## src/ao_periph_pkg.sv

```systemverilog
// Always-on peripheral subsystem package
// Bus and register structs, address map and register offsets

`default_nettype none

package ao_periph_pkg;

  // CPU side request and response
  typedef struct packed {
    logic        req;
    logic        we;
    logic [3:0]  be;
    logic [31:0] addr;
    logic [31:0] wdata;
  } obi_req_t;

  typedef struct packed {
    logic        gnt;
    logic        rvalid;
    logic        err;
    logic [31:0] rdata;
  } obi_resp_t;

  // Single register access
  typedef struct packed {
    logic        valid;
    logic        write;
    logic [31:0] addr;
    logic [31:0] wdata;
    logic [3:0]  be;
  } reg_req_t;

  typedef struct packed {
    logic [31:0] rdata;
    logic        error;
  } reg_rsp_t;

  // Address map, upper 16 bits select the subsystem
  localparam logic [31:0] AoBase = 32'h2000_0000;
  localparam int unsigned WindowLsb = 12;

  localparam int unsigned SocCtrlIdx   = 0;
  localparam int unsigned PowerMgrIdx  = 1;
  localparam int unsigned TimerBaseIdx = 2;

  // SoC control offsets
  localparam logic [WindowLsb-1:0] SocExitValid = 12'h000;
  localparam logic [WindowLsb-1:0] SocExitValue = 12'h004;
  localparam logic [WindowLsb-1:0] SocBootSel   = 12'h008;
  localparam logic [WindowLsb-1:0] SocScratch   = 12'h00C;

  // Timer offsets
  localparam logic [WindowLsb-1:0] TmrCtrl    = 12'h000;
  localparam logic [WindowLsb-1:0] TmrCount   = 12'h004;
  localparam logic [WindowLsb-1:0] TmrCompare = 12'h008;
  localparam logic [WindowLsb-1:0] TmrStatus  = 12'h00C;

  // Power manager offsets
  localparam logic [WindowLsb-1:0] PmGate     = 12'h000;
  localparam logic [WindowLsb-1:0] PmWakeMask = 12'h004;
  localparam logic [WindowLsb-1:0] PmStatus   = 12'h008;

endpackage

`default_nettype wire

```

## src/ao_peripheral_subsystem.sv

```systemverilog
// Always-on peripheral subsystem top level
// OBI bridge, window demux, SoC control, power manager and timers

`default_nettype none

module ao_peripheral_subsystem #(
  parameter int unsigned NumTimers = 2
) (
  input  logic                     clk_i,
  input  logic                     rst_i,
  input  ao_periph_pkg::obi_req_t  obi_req_i,
  output ao_periph_pkg::obi_resp_t obi_resp_o,
  input  logic                     boot_select_i,
  output logic                     exit_valid_o,
  output logic [31:0]              exit_value_o,
  output logic                     power_gate_core_o,
  output logic                     cpu_rst_o,
  output logic [NumTimers-1:0]     timer_irq_o
);

  ao_periph_pkg::reg_req_t                 periph_req;
  ao_periph_pkg::reg_rsp_t                 periph_rsp;
  ao_periph_pkg::reg_req_t [NumTimers+1:0] slv_req;
  ao_periph_pkg::reg_rsp_t [NumTimers+1:0] slv_rsp;
  logic [NumTimers-1:0]                    timer_irq;

  obi_reg_bridge obi_reg_bridge_i (
    .clk_i,
    .rst_i,
    .obi_req_i,
    .obi_resp_o,
    .reg_req_o (periph_req),
    .reg_rsp_i (periph_rsp)
  );

  reg_demux #(
    .NumTimers (NumTimers)
  ) reg_demux_i (
    .in_req_i  (periph_req),
    .in_rsp_o  (periph_rsp),
    .out_req_o (slv_req),
    .out_rsp_i (slv_rsp)
  );

  soc_ctrl soc_ctrl_i (
    .clk_i,
    .rst_i,
    .reg_req_i (slv_req[ao_periph_pkg::SocCtrlIdx]),
    .reg_rsp_o (slv_rsp[ao_periph_pkg::SocCtrlIdx]),
    .boot_select_i,
    .exit_valid_o,
    .exit_value_o
  );

  power_manager #(
    .NumTimers (NumTimers)
  ) power_manager_i (
    .clk_i,
    .rst_i,
    .reg_req_i   (slv_req[ao_periph_pkg::PowerMgrIdx]),
    .reg_rsp_o   (slv_rsp[ao_periph_pkg::PowerMgrIdx]),
    .timer_irq_i (timer_irq),
    .power_gate_core_o,
    .cpu_rst_o
  );

  for (genvar k = 0; k < NumTimers; k++) begin : gen_timer
    ao_timer ao_timer_i (
      .clk_i,
      .rst_i,
      .reg_req_i (slv_req[ao_periph_pkg::TimerBaseIdx + k]),
      .reg_rsp_o (slv_rsp[ao_periph_pkg::TimerBaseIdx + k]),
      .irq_o     (timer_irq[k])
    );
  end

  assign timer_irq_o = timer_irq;

endmodule

`default_nettype wire

```

## src/ao_timer.sv

```systemverilog
// Always-on compare-match timer
// Counter wraps on compare, sets expired and raises an interrupt

`default_nettype none

module ao_timer (
  input  logic                    clk_i,
  input  logic                    rst_i,
  input  ao_periph_pkg::reg_req_t reg_req_i,
  output ao_periph_pkg::reg_rsp_t reg_rsp_o,
  output logic                    irq_o
);

  localparam int unsigned Lsb = ao_periph_pkg::WindowLsb;

  logic           enable_q;
  logic           irq_en_q;
  logic [31:0]    count_q;
  logic [31:0]    compare_q;
  logic           expired_q;
  logic           match;
  logic           wr;
  logic [Lsb-1:0] offset;

  assign offset = reg_req_i.addr[Lsb-1:0];
  assign wr     = reg_req_i.valid && reg_req_i.write;
  assign match  = enable_q && (count_q == compare_q);

  always_ff @(posedge clk_i) begin
    if (rst_i) begin
      enable_q  <= 1'b0;
      irq_en_q  <= 1'b0;
      count_q   <= 32'h0;
      compare_q <= 32'h0;
      expired_q <= 1'b0;
    end else begin
      if (wr && offset == ao_periph_pkg::TmrCtrl) begin
        enable_q <= reg_req_i.wdata[0];
        irq_en_q <= reg_req_i.wdata[1];
      end
      if (wr && offset == ao_periph_pkg::TmrCompare) compare_q <= reg_req_i.wdata;

      // Software write overrides the increment
      if (wr && offset == ao_periph_pkg::TmrCount) begin
        count_q <= reg_req_i.wdata;
      end else if (enable_q) begin
        count_q <= match ? 32'h0 : count_q + 32'd1;
      end

      // Set beats write-1-to-clear
      if (match) begin
        expired_q <= 1'b1;
      end else if (wr && offset == ao_periph_pkg::TmrStatus && reg_req_i.wdata[0]) begin
        expired_q <= 1'b0;
      end
    end
  end

  always_comb begin
    reg_rsp_o.error = 1'b0;
    case (offset)
      ao_periph_pkg::TmrCtrl:    reg_rsp_o.rdata = {30'h0, irq_en_q, enable_q};
      ao_periph_pkg::TmrCount:   reg_rsp_o.rdata = count_q;
      ao_periph_pkg::TmrCompare: reg_rsp_o.rdata = compare_q;
      ao_periph_pkg::TmrStatus:  reg_rsp_o.rdata = {31'h0, expired_q};
      default:                   reg_rsp_o.rdata = 32'h0;
    endcase
  end

  assign irq_o = expired_q && irq_en_q;

endmodule

`default_nettype wire

```

## src/obi_reg_bridge.sv

```systemverilog
// OBI to register bridge
// One transaction at a time, fixed three-cycle round trip

`default_nettype none

module obi_reg_bridge (
  input  logic                     clk_i,
  input  logic                     rst_i,
  input  ao_periph_pkg::obi_req_t  obi_req_i,
  output ao_periph_pkg::obi_resp_t obi_resp_o,
  output ao_periph_pkg::reg_req_t  reg_req_o,
  input  ao_periph_pkg::reg_rsp_t  reg_rsp_i
);

  typedef enum logic [1:0] {
    StIdle,
    StAccess,
    StRespond
  } state_e;

  state_e      state_q;
  logic        grant;
  logic        we_q;
  logic [3:0]  be_q;
  logic [31:0] addr_q;
  logic [31:0] wdata_q;
  logic [31:0] rdata_q;
  logic        err_q;

  assign grant = obi_req_i.req && (state_q == StIdle);

  always_ff @(posedge clk_i) begin
    if (rst_i) begin
      state_q <= StIdle;
    end else begin
      case (state_q)
        StIdle:    if (grant) state_q <= StAccess;
        StAccess:  state_q <= StRespond;
        default:   state_q <= StIdle;
      endcase
    end
  end

  // Request capture at the grant
  always_ff @(posedge clk_i) begin
    if (grant) begin
      we_q    <= obi_req_i.we;
      be_q    <= obi_req_i.be;
      addr_q  <= obi_req_i.addr;
      wdata_q <= obi_req_i.wdata;
    end
    if (state_q == StAccess) begin
      rdata_q <= we_q ? 32'h0 : reg_rsp_i.rdata;
      err_q   <= reg_rsp_i.error;
    end
  end

  assign reg_req_o.valid = (state_q == StAccess);
  assign reg_req_o.write = we_q;
  assign reg_req_o.addr  = addr_q;
  assign reg_req_o.wdata = wdata_q;
  assign reg_req_o.be    = be_q;

  assign obi_resp_o.gnt    = (state_q == StIdle);
  assign obi_resp_o.rvalid = (state_q == StRespond);
  assign obi_resp_o.err    = err_q;
  assign obi_resp_o.rdata  = rdata_q;

endmodule

`default_nettype wire

```

## src/power_manager.sv

```systemverilog
// Core power manager
// Gates the core and holds the CPU in reset until a masked timer wakes it

`default_nettype none

module power_manager #(
  parameter int unsigned NumTimers = 2
) (
  input  logic                    clk_i,
  input  logic                    rst_i,
  input  ao_periph_pkg::reg_req_t reg_req_i,
  output ao_periph_pkg::reg_rsp_t reg_rsp_o,
  input  logic [NumTimers-1:0]    timer_irq_i,
  output logic                    power_gate_core_o,
  output logic                    cpu_rst_o
);

  localparam int unsigned Lsb = ao_periph_pkg::WindowLsb;

  typedef enum logic [1:0] {
    StOn,
    StResetHeld,
    StGated,
    StWaking
  } state_e;

  state_e               state_q;
  logic [NumTimers-1:0] wake_mask_q;
  logic [Lsb-1:0]       offset;
  logic                 wr;
  logic                 gate_req;
  logic                 wake;

  assign offset   = reg_req_i.addr[Lsb-1:0];
  assign wr       = reg_req_i.valid && reg_req_i.write;
  assign gate_req = wr && (offset == ao_periph_pkg::PmGate) && reg_req_i.wdata[0];
  assign wake     = |(timer_irq_i & wake_mask_q);

  always_ff @(posedge clk_i) begin
    if (rst_i) begin
      state_q     <= StOn;
      wake_mask_q <= '0;
    end else begin
      if (wr && offset == ao_periph_pkg::PmWakeMask) begin
        wake_mask_q <= reg_req_i.wdata[NumTimers-1:0];
      end
      // Reset goes up first, gating follows; wake undoes it in reverse
      case (state_q)
        StOn:        if (gate_req) state_q <= StResetHeld;
        StResetHeld: state_q <= StGated;
        StGated:     if (wake) state_q <= StWaking;
        default:     state_q <= StOn;
      endcase
    end
  end

  always_comb begin
    reg_rsp_o.rdata = 32'h0;
    reg_rsp_o.error = 1'b0;
    case (offset)
      ao_periph_pkg::PmGate:     reg_rsp_o.rdata[0] = power_gate_core_o;
      ao_periph_pkg::PmWakeMask: reg_rsp_o.rdata[NumTimers-1:0] = wake_mask_q;
      ao_periph_pkg::PmStatus:   reg_rsp_o.rdata[1:0] = {cpu_rst_o, power_gate_core_o};
      default:                   reg_rsp_o.rdata = 32'h0;
    endcase
  end

  assign power_gate_core_o = (state_q == StGated);
  assign cpu_rst_o         = (state_q != StOn);

endmodule

`default_nettype wire

```

## src/reg_demux.sv

```systemverilog
// Register demultiplexer
// Routes an access to one peripheral by 4 KiB window, unmapped accesses error

`default_nettype none

module reg_demux #(
  parameter int unsigned NumTimers = 2
) (
  input  ao_periph_pkg::reg_req_t                 in_req_i,
  output ao_periph_pkg::reg_rsp_t                 in_rsp_o,
  output ao_periph_pkg::reg_req_t [NumTimers+1:0] out_req_o,
  input  ao_periph_pkg::reg_rsp_t [NumTimers+1:0] out_rsp_i
);

  localparam int unsigned NumPorts = NumTimers + 2;
  localparam int unsigned Lsb = ao_periph_pkg::WindowLsb;

  logic       base_hit;
  logic [3:0] idx;
  logic       idx_ok;

  assign base_hit = (in_req_i.addr[31:16] == ao_periph_pkg::AoBase[31:16]);
  assign idx      = in_req_i.addr[Lsb+3:Lsb];
  assign idx_ok   = base_hit && (32'(idx) < NumPorts);

  // Same fields everywhere, valid only on the addressed port
  always_comb begin
    for (int i = 0; i < NumPorts; i++) begin
      out_req_o[i]       = in_req_i;
      out_req_o[i].valid = in_req_i.valid && idx_ok && (32'(idx) == i);
    end
  end

  always_comb begin
    in_rsp_o.rdata = 32'h0;
    in_rsp_o.error = 1'b1;
    for (int i = 0; i < NumPorts; i++) begin
      if (idx_ok && (32'(idx) == i)) begin
        in_rsp_o = out_rsp_i[i];
      end
    end
  end

endmodule

`default_nettype wire

```

## src/soc_ctrl.sv

```systemverilog
// SoC control registers
// Boot select readback, exit status and a scratch word

`default_nettype none

module soc_ctrl (
  input  logic                    clk_i,
  input  logic                    rst_i,
  input  ao_periph_pkg::reg_req_t reg_req_i,
  output ao_periph_pkg::reg_rsp_t reg_rsp_o,
  input  logic                    boot_select_i,
  output logic                    exit_valid_o,
  output logic [31:0]             exit_value_o
);

  localparam int unsigned Lsb = ao_periph_pkg::WindowLsb;

  logic           exit_valid_q;
  logic [31:0]    exit_value_q;
  logic [31:0]    scratch_q;
  logic           boot_sel_q;
  logic [Lsb-1:0] offset;
  logic           wr;

  assign offset = reg_req_i.addr[Lsb-1:0];
  assign wr     = reg_req_i.valid && reg_req_i.write;

  always_ff @(posedge clk_i) begin
    if (rst_i) begin
      exit_valid_q <= 1'b0;
      exit_value_q <= 32'h0;
    end else if (wr) begin
      if (offset == ao_periph_pkg::SocExitValid) exit_valid_q <= reg_req_i.wdata[0];
      if (offset == ao_periph_pkg::SocExitValue) exit_value_q <= reg_req_i.wdata;
    end
  end

  // Scratch honors byte lanes
  always_ff @(posedge clk_i) begin
    boot_sel_q <= boot_select_i;
    if (wr && offset == ao_periph_pkg::SocScratch) begin
      for (int b = 0; b < 4; b++) begin
        if (reg_req_i.be[b]) scratch_q[8*b +: 8] <= reg_req_i.wdata[8*b +: 8];
      end
    end
  end

  always_comb begin
    reg_rsp_o.error = 1'b0;
    case (offset)
      ao_periph_pkg::SocExitValid: reg_rsp_o.rdata = {31'h0, exit_valid_q};
      ao_periph_pkg::SocExitValue: reg_rsp_o.rdata = exit_value_q;
      ao_periph_pkg::SocBootSel:   reg_rsp_o.rdata = {31'h0, boot_sel_q};
      ao_periph_pkg::SocScratch:   reg_rsp_o.rdata = scratch_q;
      default:                     reg_rsp_o.rdata = 32'h0;
    endcase
  end

  assign exit_valid_o = exit_valid_q;
  assign exit_value_o = exit_value_q;

endmodule

`default_nettype wire

```

## config.mk

```make
export PLATFORM = sky130hd
export DESIGN_NAME = ao_peripheral_subsystem
export DESIGN_NICKNAME = d
export VERILOG_FILES = /design/src/ao_periph_pkg.sv /design/src/ao_peripheral_subsystem.sv /design/src/ao_timer.sv /design/src/obi_reg_bridge.sv /design/src/power_manager.sv /design/src/reg_demux.sv /design/src/soc_ctrl.sv
export SDC_FILE = /design/constraint.sdc
export NUM_CORES = 1
export LEC_CHECK = 0
export ABC_AREA = 1
export BUFFER_PORTS_ARGS = -buffer_cell sky130_fd_sc_hd__buf_2
export CAP_MARGIN = 30
export CORE_MARGIN = 4
export CORE_UTILIZATION = 55
export DETAILED_ROUTE_END_ITERATION = 10
export PLACE_DENSITY = 0.74
export SYNTH_ARGS = -nofsm -noshare
export SYNTH_HDL_FRONTEND = slang
export SYNTH_SLANG_ARGS = --single-unit
```

## constraint.sdc

```tcl
create_clock -name clk_i -period 6.58 [get_ports clk_i]
set_input_delay 0.658 -clock clk_i [delete_from_list [all_inputs] [get_ports clk_i]]
set_output_delay 0.658 -clock clk_i [all_outputs]
set_load 0.05 [all_outputs]
```

==> flow_metrics.tcl, run 1 <==
set metrics [dict create \
    required_ns 7.02 \
    syn_area_mm2 0.0170 \
    hold_buffers 0 \
    placed_cell_area_mm2 0.0179 \
    grt_overflow 0 \
    numCtsBuffers 37 \
    critPathKind "reg -> reg" \
    cts_buffer_depth 3 \
    timing.fmax_mhz 280 \
    drive_gt1_share_pct 10.4 \
    die_h_um 184 \
    synthDistinctLibCells 35 \
    stdcell_count 2821 \
    maxCapViolations 0 \
    grt_max_degree 88 \
    tightest_slew_ns 1.00 \
    synth.largest_area_cell "edfxtp_1" \
    status "finished clean" \
    drt_pass1_iterations 6 \
    clk_latency_ns 0.52 \
    cts_sinks 308 \
    place_ws_ns 3.14 \
    area_growth_pct 12.2 \
    synth_top_area_share_pct 23.7 \
    syn_avg_cell_area_um2 7.31 \
    synth_edf_count 134 \
    ys_seq_area_share_pct 44.1 \
    r2r_cells 12 \
    pin_count 145 \
    yosys_warnings 0 \
    dpl.hpwl_mm 38.0 \
    final.setup.tns_ns 0 \
    ctsResizeCount 0 \
    hold_slack_ns 0.261 \
    fin_crit_ns 3.57 \
    fp.dieW_um 184 \
    skew_ns 0.0194 \
    design.die.area_mm2 0.0338 \
    peakVddDrop_uv 227 \
    coreArea_mm2 0.0306 \
    antenna_left 0 \
    slew_headroom_pct 32.8 \
    setup_viol 0 \
    cp_slowest_stage_delay_ns 0.70 \
    drc_errors 0 \
    dr_total_vias 16500 \
    start_util_pct 55.6 \
    layout_common_cells "nand2_1, inv_1, nor2_1" \
    cts_htree_levels 2 \
    worstHoldPathCells 1 \
    fill_cells 2720 \
    p_leak_nw 7.87 \
    syn-num-nets 2404 \
    io_buffers 144 \
    layout_commonest_cell "nand2_1" \
    dp_cells 2753 \
    core.rowCount 64 \
    final_area_mm2 0.0191 \
    cts_tree "yes" \
    viasPerCell 5.84 \
    hold_path_class "in -> reg" \
    cpMaxStageDelayCell "nand3_2" \
    seqCellArea_mm2 0.00751 \
    multi_input_area_mm2 0.00766 \
    grt_pass1_vias 15300 \
    cts_setup_buffers 0 \
    grt_pass1_wl_mm 86.1 \
    startpoint_type "flop" \
    fin_crit_sh_pct 54.3 \
    synth_ff_type "dfxtp_1" \
    cts_root_buf "clkbuf_16" \
    setup_slack_ns 3.01 \
    p_per_area_mw_per_mm2 223 \
    grt_usage_pct 32.0 \
    async_flop_share_pct 0 \
    synthTopCellsByArea "edfxtp_1, dfxtp_1, nand2_1, inv_1, nor2_1" \
    rsz0062_at_grt "false" \
    synthCells 2327 \
    path_cells "nor2_1 > inv_1 > nor2_2 > nand3_2 > buf_4 > inv_2 > nand3_2 > inv_2 > nand2_1 > nand2_1 > inv_1 > a21oi_1" \
    arrival_ns 4.01 \
    total_power_mw 4.25 \
    drt_iter0_markers 2021 \
    diodes 0 \
    clk_pin_slew_ns 0.06 \
    utilization_pct 62.4 \
    synth-seq-cells 308 \
    hold_viol 0 \
    nets 2473 \
    drt_wl_total_mm 55.1 \
    end_kind "flop" \
    place.gp.congestion 1.00 \
    antenna_found_initial 0 \
    wl_per_cell_um 19.5 \
    drv_slew 0 \
    crit_fanout 87 \
]
registers in the layout, indices dropped and copies added, names as in the netlist:
| register | flops |
|---|---|
| soc_ctrl_i.exit_valid_o | 1 |
| gen_timer.ao_timer_i.irq_en_q | 2 |
| power_manager_i.wake_mask_q | 2 |
| obi_reg_bridge_i.addr_q | 32 |
| gen_timer.ao_timer_i.count_q | 64 |
| obi_reg_bridge_i.be_q | 4 |
| soc_ctrl_i.scratch_q | 32 |
| gen_timer.ao_timer_i.expired_q | 2 |
| obi_reg_bridge_i.wdata_q | 32 |
| soc_ctrl_i.boot_sel_q | 1 |
| obi_reg_bridge_i.err_q | 1 |
| obi_reg_bridge_i.we_q | 1 |
| obi_reg_bridge_i.state_q | 2 |
| power_manager_i.state_q | 2 |
| obi_reg_bridge_i.rdata_q | 32 |
| gen_timer.ao_timer_i.enable_q | 2 |
| soc_ctrl_i.exit_value_o | 32 |
| gen_timer.ao_timer_i.compare_q | 64 |
logic make-up (layout without fill, tap and decap cells):
| kind of cell | count (synthesis) | count (layout) | share of synthesized area [%] |
|---|---|---|---|
| flip-flops | 308 | 308 | 44.1 |
| buffers and inverters | 478 | 576 | 10.9 |
| XOR/XNOR | 68 | 68 | 3.50 |
| AO/OA/AOI/OAI | 293 | 293 | 10.8 |
| AND/OR/NAND/NOR | 1176 | 1176 | 30.4 |
| adder cells (fa/ha/maj) | 4 | 4 | 0.294 |
worst max-delay path, delay by kind of cell, from the launching register on:
kind,cells,cell delay [ns]
AO/OA/AOI/OAI,1,0.12
flip-flops,1,0.36
buffers and inverters,5,1.51
AND/OR/NAND/NOR,6,1.46
cells in the mapped netlist (7+ instances only):
| library cell | instances |
|---|---|
| nand2_1 | 542 |
| inv_1 | 329 |
| nor2_1 | 299 |
| dfxtp_1 | 174 |
| nand3_1 | 160 |
| edfxtp_1 | 134 |
| nand4_1 | 133 |
| a211oi_1 | 98 |
| clkbuf_1 | 98 |
| a21oi_1 | 71 |
| o21ai_0 | 57 |
| o22ai_1 | 46 |
| xnor2_1 | 36 |
| xor2_1 | 32 |
| buf_2 | 22 |
| o221ai_1 | 12 |
| buf_4 | 9 |
| buf_1 | 8 |
| inv_2 | 8 |
| nor3_1 | 7 |
final cells by class:
cell class | instances | area share, %
Clock buffer | 51 | 5.46
Clock inverter | 17 | 0.872
Inverter | 341 | 6.71
Multi-Input combinational cell | 1541 | 40.2
Sequential cell | 308 | 39.3
Tap cell | 396 | 2.60
Timing Repair Buffer | 167 | 4.86
path summary, 6_finish.rpt:
path | endpoint | slack (ns) | from
worst max-delay path | gen_timer[0].ao_timer_i.count_q[25] | 3.01 | obi_reg_bridge_i.addr_q[1]
worst max register to register | gen_timer[0].ao_timer_i.count_q[25] | 3.01 | obi_reg_bridge_i.addr_q[1]
worst min-delay path | soc_ctrl_i.boot_sel_q | 0.26 | boot_select_i
worst min register to register | soc_ctrl_i.exit_value_o[24] | 0.49 | soc_ctrl_i.exit_value_o[24]
report_power, final:
group / leakage (nW) / switching, mW / internal, mW
Combinational: 4.61 / 0.0947 / 0.0279
Sequential: 2.67 / 0.0539 / 2.04
Clock: 0.587 / 0.810 / 1.23
metal layers:
layer  vias up  global-route usage [%]  wire length, µm
met3       143                    5.60             5830
li1       7815                       -                -
met4         0                    12.6             2370
met1      7517                    44.6            22600
met5         -                       0                0
met2       999                    49.9            24300
(Power assumes the default switching activity.)
==> run 2: changes to the inputs <==
--- a/config.mk
+++ b/config.mk
@@ -11,7 +11,7 @@
 export CORE_MARGIN = 4
 export CORE_UTILIZATION = 55
 export DETAILED_ROUTE_END_ITERATION = 10
-export PLACE_DENSITY = 0.74
+export PLACE_DENSITY = 0.77
 export SYNTH_ARGS = -nofsm -noshare
 export SYNTH_HDL_FRONTEND = slang
 export SYNTH_SLANG_ARGS = --single-unit
==> constraint.sdc (replaced) <==
create_clock -name clk_i -period 2.9 [get_ports clk_i]
set_input_delay 0.29 -clock clk_i [delete_from_list [all_inputs] [get_ports clk_i]]
set_output_delay 0.29 -clock clk_i [all_outputs]
set_load 0.05 [all_outputs]
==> run 2 against run 1 <==
  * Register-to-register slack got worse by 2.7 ns
  * Final area rose by 4.1%
  * Via count grew 4.6%
  * Total power is 120% higher
  * Clock-buffer cell count fell by 4
  * Die area did not move
  * Critical path depth down 1
  * Sequential power grew 130%
  * Largest power group unchanged
  * Clock skew is 0.0015 ns higher
  * Sequential cell count stayed put
  * First-iteration DRC count grew 7.2%
==> flow_metrics.tcl, run 2 (synthesis results as in run 1) <==
set metrics [dict create \
    status "finished clean" \
    r2r-end "obi_reg_bridge_i.rdata_q[0]" \
    setup_viol 0 \
    cp_slowest_stage_delay_ns 0.43 \
    grt_pass1_vias 16400 \
    peakVddDrop_uv 476 \
    grt_max_degree 87 \
    timing.fmax_mhz 384 \
    dpl.hpwl_mm 39.0 \
    wl_per_cell_um 20.1 \
    numCtsBuffers 35 \
    worstHoldPathCells 3 \
    p_per_area_mw_per_mm2 478 \
    place.gp.congestion 1.03 \
    cts_root_buf "clkbuf_16" \
    drt-met1-wl_mm 23.4 \
    required_ns 3.29 \
    drive_gt1_share_pct 10.9 \
    utilization_pct 64.9 \
    dr_total_vias 17200 \
    viasPerCell 5.92 \
    fin_crit_ns 2.60 \
    timing.rr.start "obi_reg_bridge_i.addr_q[15]" \
    place_ws_ns 0.360 \
    skew_ns 0.0209 \
    drt_iter0_markers 2167 \
    maxCapViolations 0 \
    critPathKind "reg -> reg" \
    io_buffers 144 \
    holdPathEnd "obi_reg_bridge_i.state_q[0]" \
    grt_overflow 0 \
    path_cells "nor2_2 > inv_2 > nor2_4 > nand3_4 > nor2_8 > inv_2 > nor2_4 > inv_1 > nor2_1 > nor2_1 > nor2_1" \
    end_kind "flop" \
    drt_wl_total_mm 58.5 \
    grt_pass1_wl_mm 91.6 \
    multi_input_area_mm2 0.00767 \
    seqCellArea_mm2 0.00751 \
    ctsResizeCount 0 \
    tightest_slew_ns 1.01 \
    fin_crit_sh_pct 89.7 \
    crit_fanout 19 \
    cts_htree_levels 2 \
    antenna_found_initial 1 \
    startpoint_type "flop" \
    antenna_left 0 \
    placed_cell_area_mm2 0.0180 \
    slew_headroom_pct 32.9 \
    cts_sinks 308 \
    final.setup.tns_ns 0 \
    drc_errors 0 \
    clk_pin_slew_ns 0.06 \
    r2r_cells 11 \
    design.die.area_mm2 0.0338 \
    hold_viol 0 \
    drt_pass1_iterations 6 \
    pin_count 145 \
    fp.dieW_um 184 \
    setup_slack_ns 0.299 \
    min-delay-start "obi_req_i[69]" \
    core.rowCount 64 \
    layout_common_cells "nand2_1, inv_1, nor2_1" \
    regToRegSetupSlack_ns 0.30 \
    start_util_pct 55.6 \
    p_leak_nw 8.22 \
    arrival_ns 2.99 \
    rsz0062_at_grt "false" \
    die_h_um 184 \
    area_growth_pct 16.7 \
    worst-path-buf-inv 3 \
    route.met2.wl_mm 25.7 \
    fill_cells 2602 \
    drv_slew 0 \
    path_delay_family "simple AND/OR/NAND/NOR gates" \
    cpMaxStageDelayCell "nor2_4" \
    final_area_mm2 0.0199 \
    layout_commonest_cell "nand2_1" \
    dr_wl_met3_mm 5.98 \
    critPathMostFrequentCell "nor2_1" \
    top_regs "gen_timer.ao_timer_i.compare_q: 64 flops, gen_timer.ao_timer_i.count_q: 64 flops" \
    nets 2564 \
    coreArea_mm2 0.0306 \
    diodes 0 \
    top_layer_used "met5" \
    clk_latency_ns 0.53 \
    cts_buffer_depth 3 \
    hold_path_class "in -> reg" \
    cts_tree "yes" \
    grt_usage_pct 34.0 \
    cts_setup_buffers 0 \
]
[run 2: layer usage]
| metal | up-vias | GRT usage [%] |
|---|---|---|
| met5 | - | 0 |
| met3 | 205 | 5.16 |
| met4 | 2 | 16.9 |
| met1 | 7936 | 46.4 |
| li1 | 7989 | - |
| met2 | 1096 | 52.9 |
[run 2: worst register-to-register path, delay by kind of cell, from the launching register on]
kind / cells / cell delay, ns
flip-flops: 1 / 0.39
buffers and inverters: 3 / 0.41
AND/OR/NAND/NOR: 8 / 1.66
[run 2: where the power goes]
group	switching [mW]	internal [mW]
clock	1.85	2.54
combinational	0.239	0.130
sequential	0.123	4.62
total	2.21	7.29
[run 2: worst max path at each step]
stage	start	to	slack, ns	cells after the start
after global routing	obi_reg_bridge_i.addr_q[27]	obi_reg_bridge_i.rdata_q[22]	0.11	11
after CTS	obi_reg_bridge_i.addr_q[27]	obi_reg_bridge_i.rdata_q[0]	0.34	11
final	obi_reg_bridge_i.addr_q[15]	obi_reg_bridge_i.rdata_q[0]	0.30	11
after floorplan	obi_reg_bridge_i.state_q[1]	obi_reg_bridge_i.addr_q[0]	0.43	1
after detailed placement	obi_reg_bridge_i.addr_q[27]	obi_reg_bridge_i.rdata_q[0]	0.36	11
after global placement	obi_reg_bridge_i.addr_q[27]	obi_reg_bridge_i.rdata_q[0]	0.47	11
[run 2: area by class of cell]
cell class,instances,share of cell area [%]
repair buffers,260,9.04
clock inverters,16,0.681
clock buffers,47,4.90
flip-flops and latches,308,37.8
multi-input cells,1541,38.6
inverters,341,6.45
well taps,396,2.50
[run 2: repair_timing]
action	in CTS	in global routing
hold buffers	70	0
hold endpoints to repair	70	0
setup endpoints to repair	0	0
[run 2: per-stage QoR]
| stage | power (mW) | hold slack, ns | instances |
|---|---|---|---|
| after global placement | 5.11 | 0.395 | 2776 |
| after global routing | 9.72 | 0.0821 | 2909 |
| after detailed placement | 5.12 | 0.394 | 2776 |
| after CTS | 9.51 | 0.0625 | 2909 |
| final | 9.50 | 0.0696 | 2909 |
| after floorplan | 4.93 | 0.318 | 2327 |
==> run 3: changes to the inputs <==
--- a/config.mk
+++ b/config.mk
@@ -9,9 +9,9 @@
 export BUFFER_PORTS_ARGS = -buffer_cell sky130_fd_sc_hd__buf_2
 export CAP_MARGIN = 30
 export CORE_MARGIN = 4
-export CORE_UTILIZATION = 55
+export CORE_UTILIZATION = 37
 export DETAILED_ROUTE_END_ITERATION = 10
-export PLACE_DENSITY = 0.77
+export SETUP_SLACK_MARGIN = 0.4
 export SYNTH_ARGS = -nofsm -noshare
 export SYNTH_HDL_FRONTEND = slang
 export SYNTH_SLANG_ARGS = --single-unit
==> run 3 against run 2 <==
  * Final area up 2.9%
  * Largest cell class unchanged
  * Sequential share of layout area down 1.1 points
  * Utilization down 20 points
==> flow_metrics.tcl, run 3 (synthesis results as in run 1) <==
set metrics [dict create \
    diodes 0 \
    fp.dieW_um 222 \
    grt_overflow 0 \
    layout_common_cells "nand2_1, inv_1, nor2_1" \
    cts_tree "yes" \
    area_growth_pct 20.1 \
    r2r-end "gen_timer[0].ao_timer_i.compare_q[22]" \
    r2r_cells 9 \
    crit_fanout 64 \
    nets 2574 \
    path_cells "nor2_2 > inv_2 > nor2_4 > nand3_4 > nor2_8 > buf_4 > nand3_4 > buf_4 > a211oi_1" \
    fill_cells 4556 \
    setup_viol 0 \
    die_h_um 222 \
    cts_htree_levels 2 \
    core.rowCount 78 \
    drt_pass1_iterations 5 \
    rsz0062_at_grt "true" \
    cpMaxStageDelayCell "edfxtp_1" \
    final_area_mm2 0.0204 \
    drive_gt1_share_pct 11.6 \
    grt_usage_pct 23.9 \
    design.die.area_mm2 0.0495 \
    cts_buffer_depth 3 \
    tightest_slew_ns 0.700 \
    place_ws_ns 0.326 \
    numCtsBuffers 37 \
    setup_slack_ns 0.572 \
    fin_crit_sh_pct 80.3 \
    timing.fmax_mhz 430 \
    grt_pass1_vias 15900 \
    grt_pass1_wl_mm 93.9 \
    coreArea_mm2 0.0454 \
    cts_sinks 308 \
    placed_cell_area_mm2 0.0183 \
    timing.rr.start "obi_reg_bridge_i.addr_q[15]" \
    slew_headroom_pct 53.4 \
    final.setup.tns_ns 0 \
    p_leak_nw 8.39 \
    cp_slowest_stage_delay_ns 0.37 \
    start_util_pct 37.5 \
    regToRegSetupSlack_ns 0.57 \
    dpl.hpwl_mm 42.2 \
    skew_ns 0.0119 \
    antenna_found_initial 0 \
    viasPerCell 5.31 \
    drt_wl_total_mm 61.1 \
    startpoint_type "flop" \
    drt_iter0_markers 1499 \
    dr_total_vias 16600 \
    grt_max_degree 91 \
    critPathKind "reg -> reg" \
    required_ns 3.36 \
    top_regs "gen_timer.ao_timer_i.compare_q: 64 flops, gen_timer.ao_timer_i.count_q: 64 flops" \
    arrival_ns 2.79 \
    drv_slew 0 \
    clk_pin_slew_ns 0.06 \
    clk_latency_ns 0.55 \
    wl_per_cell_um 19.6 \
    pin_count 145 \
    place.gp.congestion 0.961 \
    crit_start "obi_reg_bridge_i.addr_q[15]" \
    maxCapViolations 0 \
    fin_crit_ns 2.33 \
    hold_viol 0 \
    antenna_left 0 \
    layout_commonest_cell "nand2_1" \
    hold_path_class "in -> reg" \
    end_kind "flop" \
    p_per_area_mw_per_mm2 497 \
    peakVddDrop_uv 556 \
    cts_root_buf "clkbuf_16" \
    critPathCapture "gen_timer[0].ao_timer_i.compare_q[22]" \
    drc_errors 0 \
    status "finished clean" \
    io_buffers 144 \
]
## run 3: cell types whose count changed in the layout (fill, tap and decap cells not counted), sizes merged
cell,delta
buf,+8
clkinvlp,-4
clkbuf,-1
bufinv,+4
clkinv,+5
inv,+1
## run 3: area by class of cell
cell class	instances	area (µm²)	share of cell area [%]
multi-input combinational	1541	7700	37.7
sequential	308	7510	36.8
timing repair buffer	268	1880	9.22
inverter	341	1280	6.29
clock buffer	46	1030	5.05
tap	600	751	3.68
clock inverter	22	270	1.32
## run 3: where the power goes
group          internal [mW]  total, mW  switching (mW)  leakage [nW]
registers               4.62       4.75           0.128          2.67
clock network           3.07       5.02            1.95         0.647
logic                  0.130      0.370           0.240          5.07
## run 3: critical path: cells and delay by family (launching register included)
family	cells	cell delay, ns
AOI/OAI and AO/OA	1	0.31
buffers and inverters	3	0.69
DFF	1	0.37
and+or+nand+nor	5	0.82
## run 3: timing repair
item	4_1_cts	5_1_grt
cloned	0	0
setup endpoints to repair	1	89
pin swaps	0	3
endpoints found under the hold margin	70	0
resized for setup	1	6
buffers inserted	0	7
hold buffers	70	0
## run 3: how the worst min path moves through the flow
stage | startpoint | slack [ns] | cells past startpoint | end
2_1_floorplan | boot_select_i | 0.32 | 0 | soc_ctrl_i.boot_sel_q
3_3_place_gp | boot_select_i | 0.41 | 1 | soc_ctrl_i.boot_sel_q
3_5_place_dp | boot_select_i | 0.42 | 1 | soc_ctrl_i.boot_sel_q
4_1_cts | obi_req_i[69] | 0.06 | 3 | obi_reg_bridge_i.state_q[0]
5_1_grt | obi_req_i[69] | 0.11 | 3 | obi_reg_bridge_i.state_q[0]
6_report | obi_req_i[69] | 0.10 | 3 | obi_reg_bridge_i.state_q[0]
## run 3: per-layer routing
| layer | track usage [%] | routed length [µm] | vias to the layer above | part of all wire [%] |
|---|---|---|---|---|
| met4 | 9.68 | 2590 | 0 | 4.2 |
| li1 | - | - | 8014 | - |
| met2 | 37.9 | 27300 | 718 | 45 |
| met3 | 3.66 | 4360 | 140 | 7.1 |
| met1 | 32.9 | 26900 | 7716 | 44 |
| met5 | 0 | 0 | - | 0 |
## run 3: through the flow
| step | instances | utilization (%) | total power [mW] | hold WS, ns |
|---|---|---|---|---|
| after floorplan | 2327 | - | 4.93 | 0.318 |
| after global placement | 2981 | 40.4 | 5.13 | 0.414 |
| after detailed placement | 2981 | 40.4 | 5.13 | 0.422 |
| after CTS | 3119 | 44.8 | 10.2 | 0.0650 |
| after global routing | 3126 | 45.0 | 10.4 | 0.111 |
| final | 3126 | 45.0 | 10.1 | 0.101 |
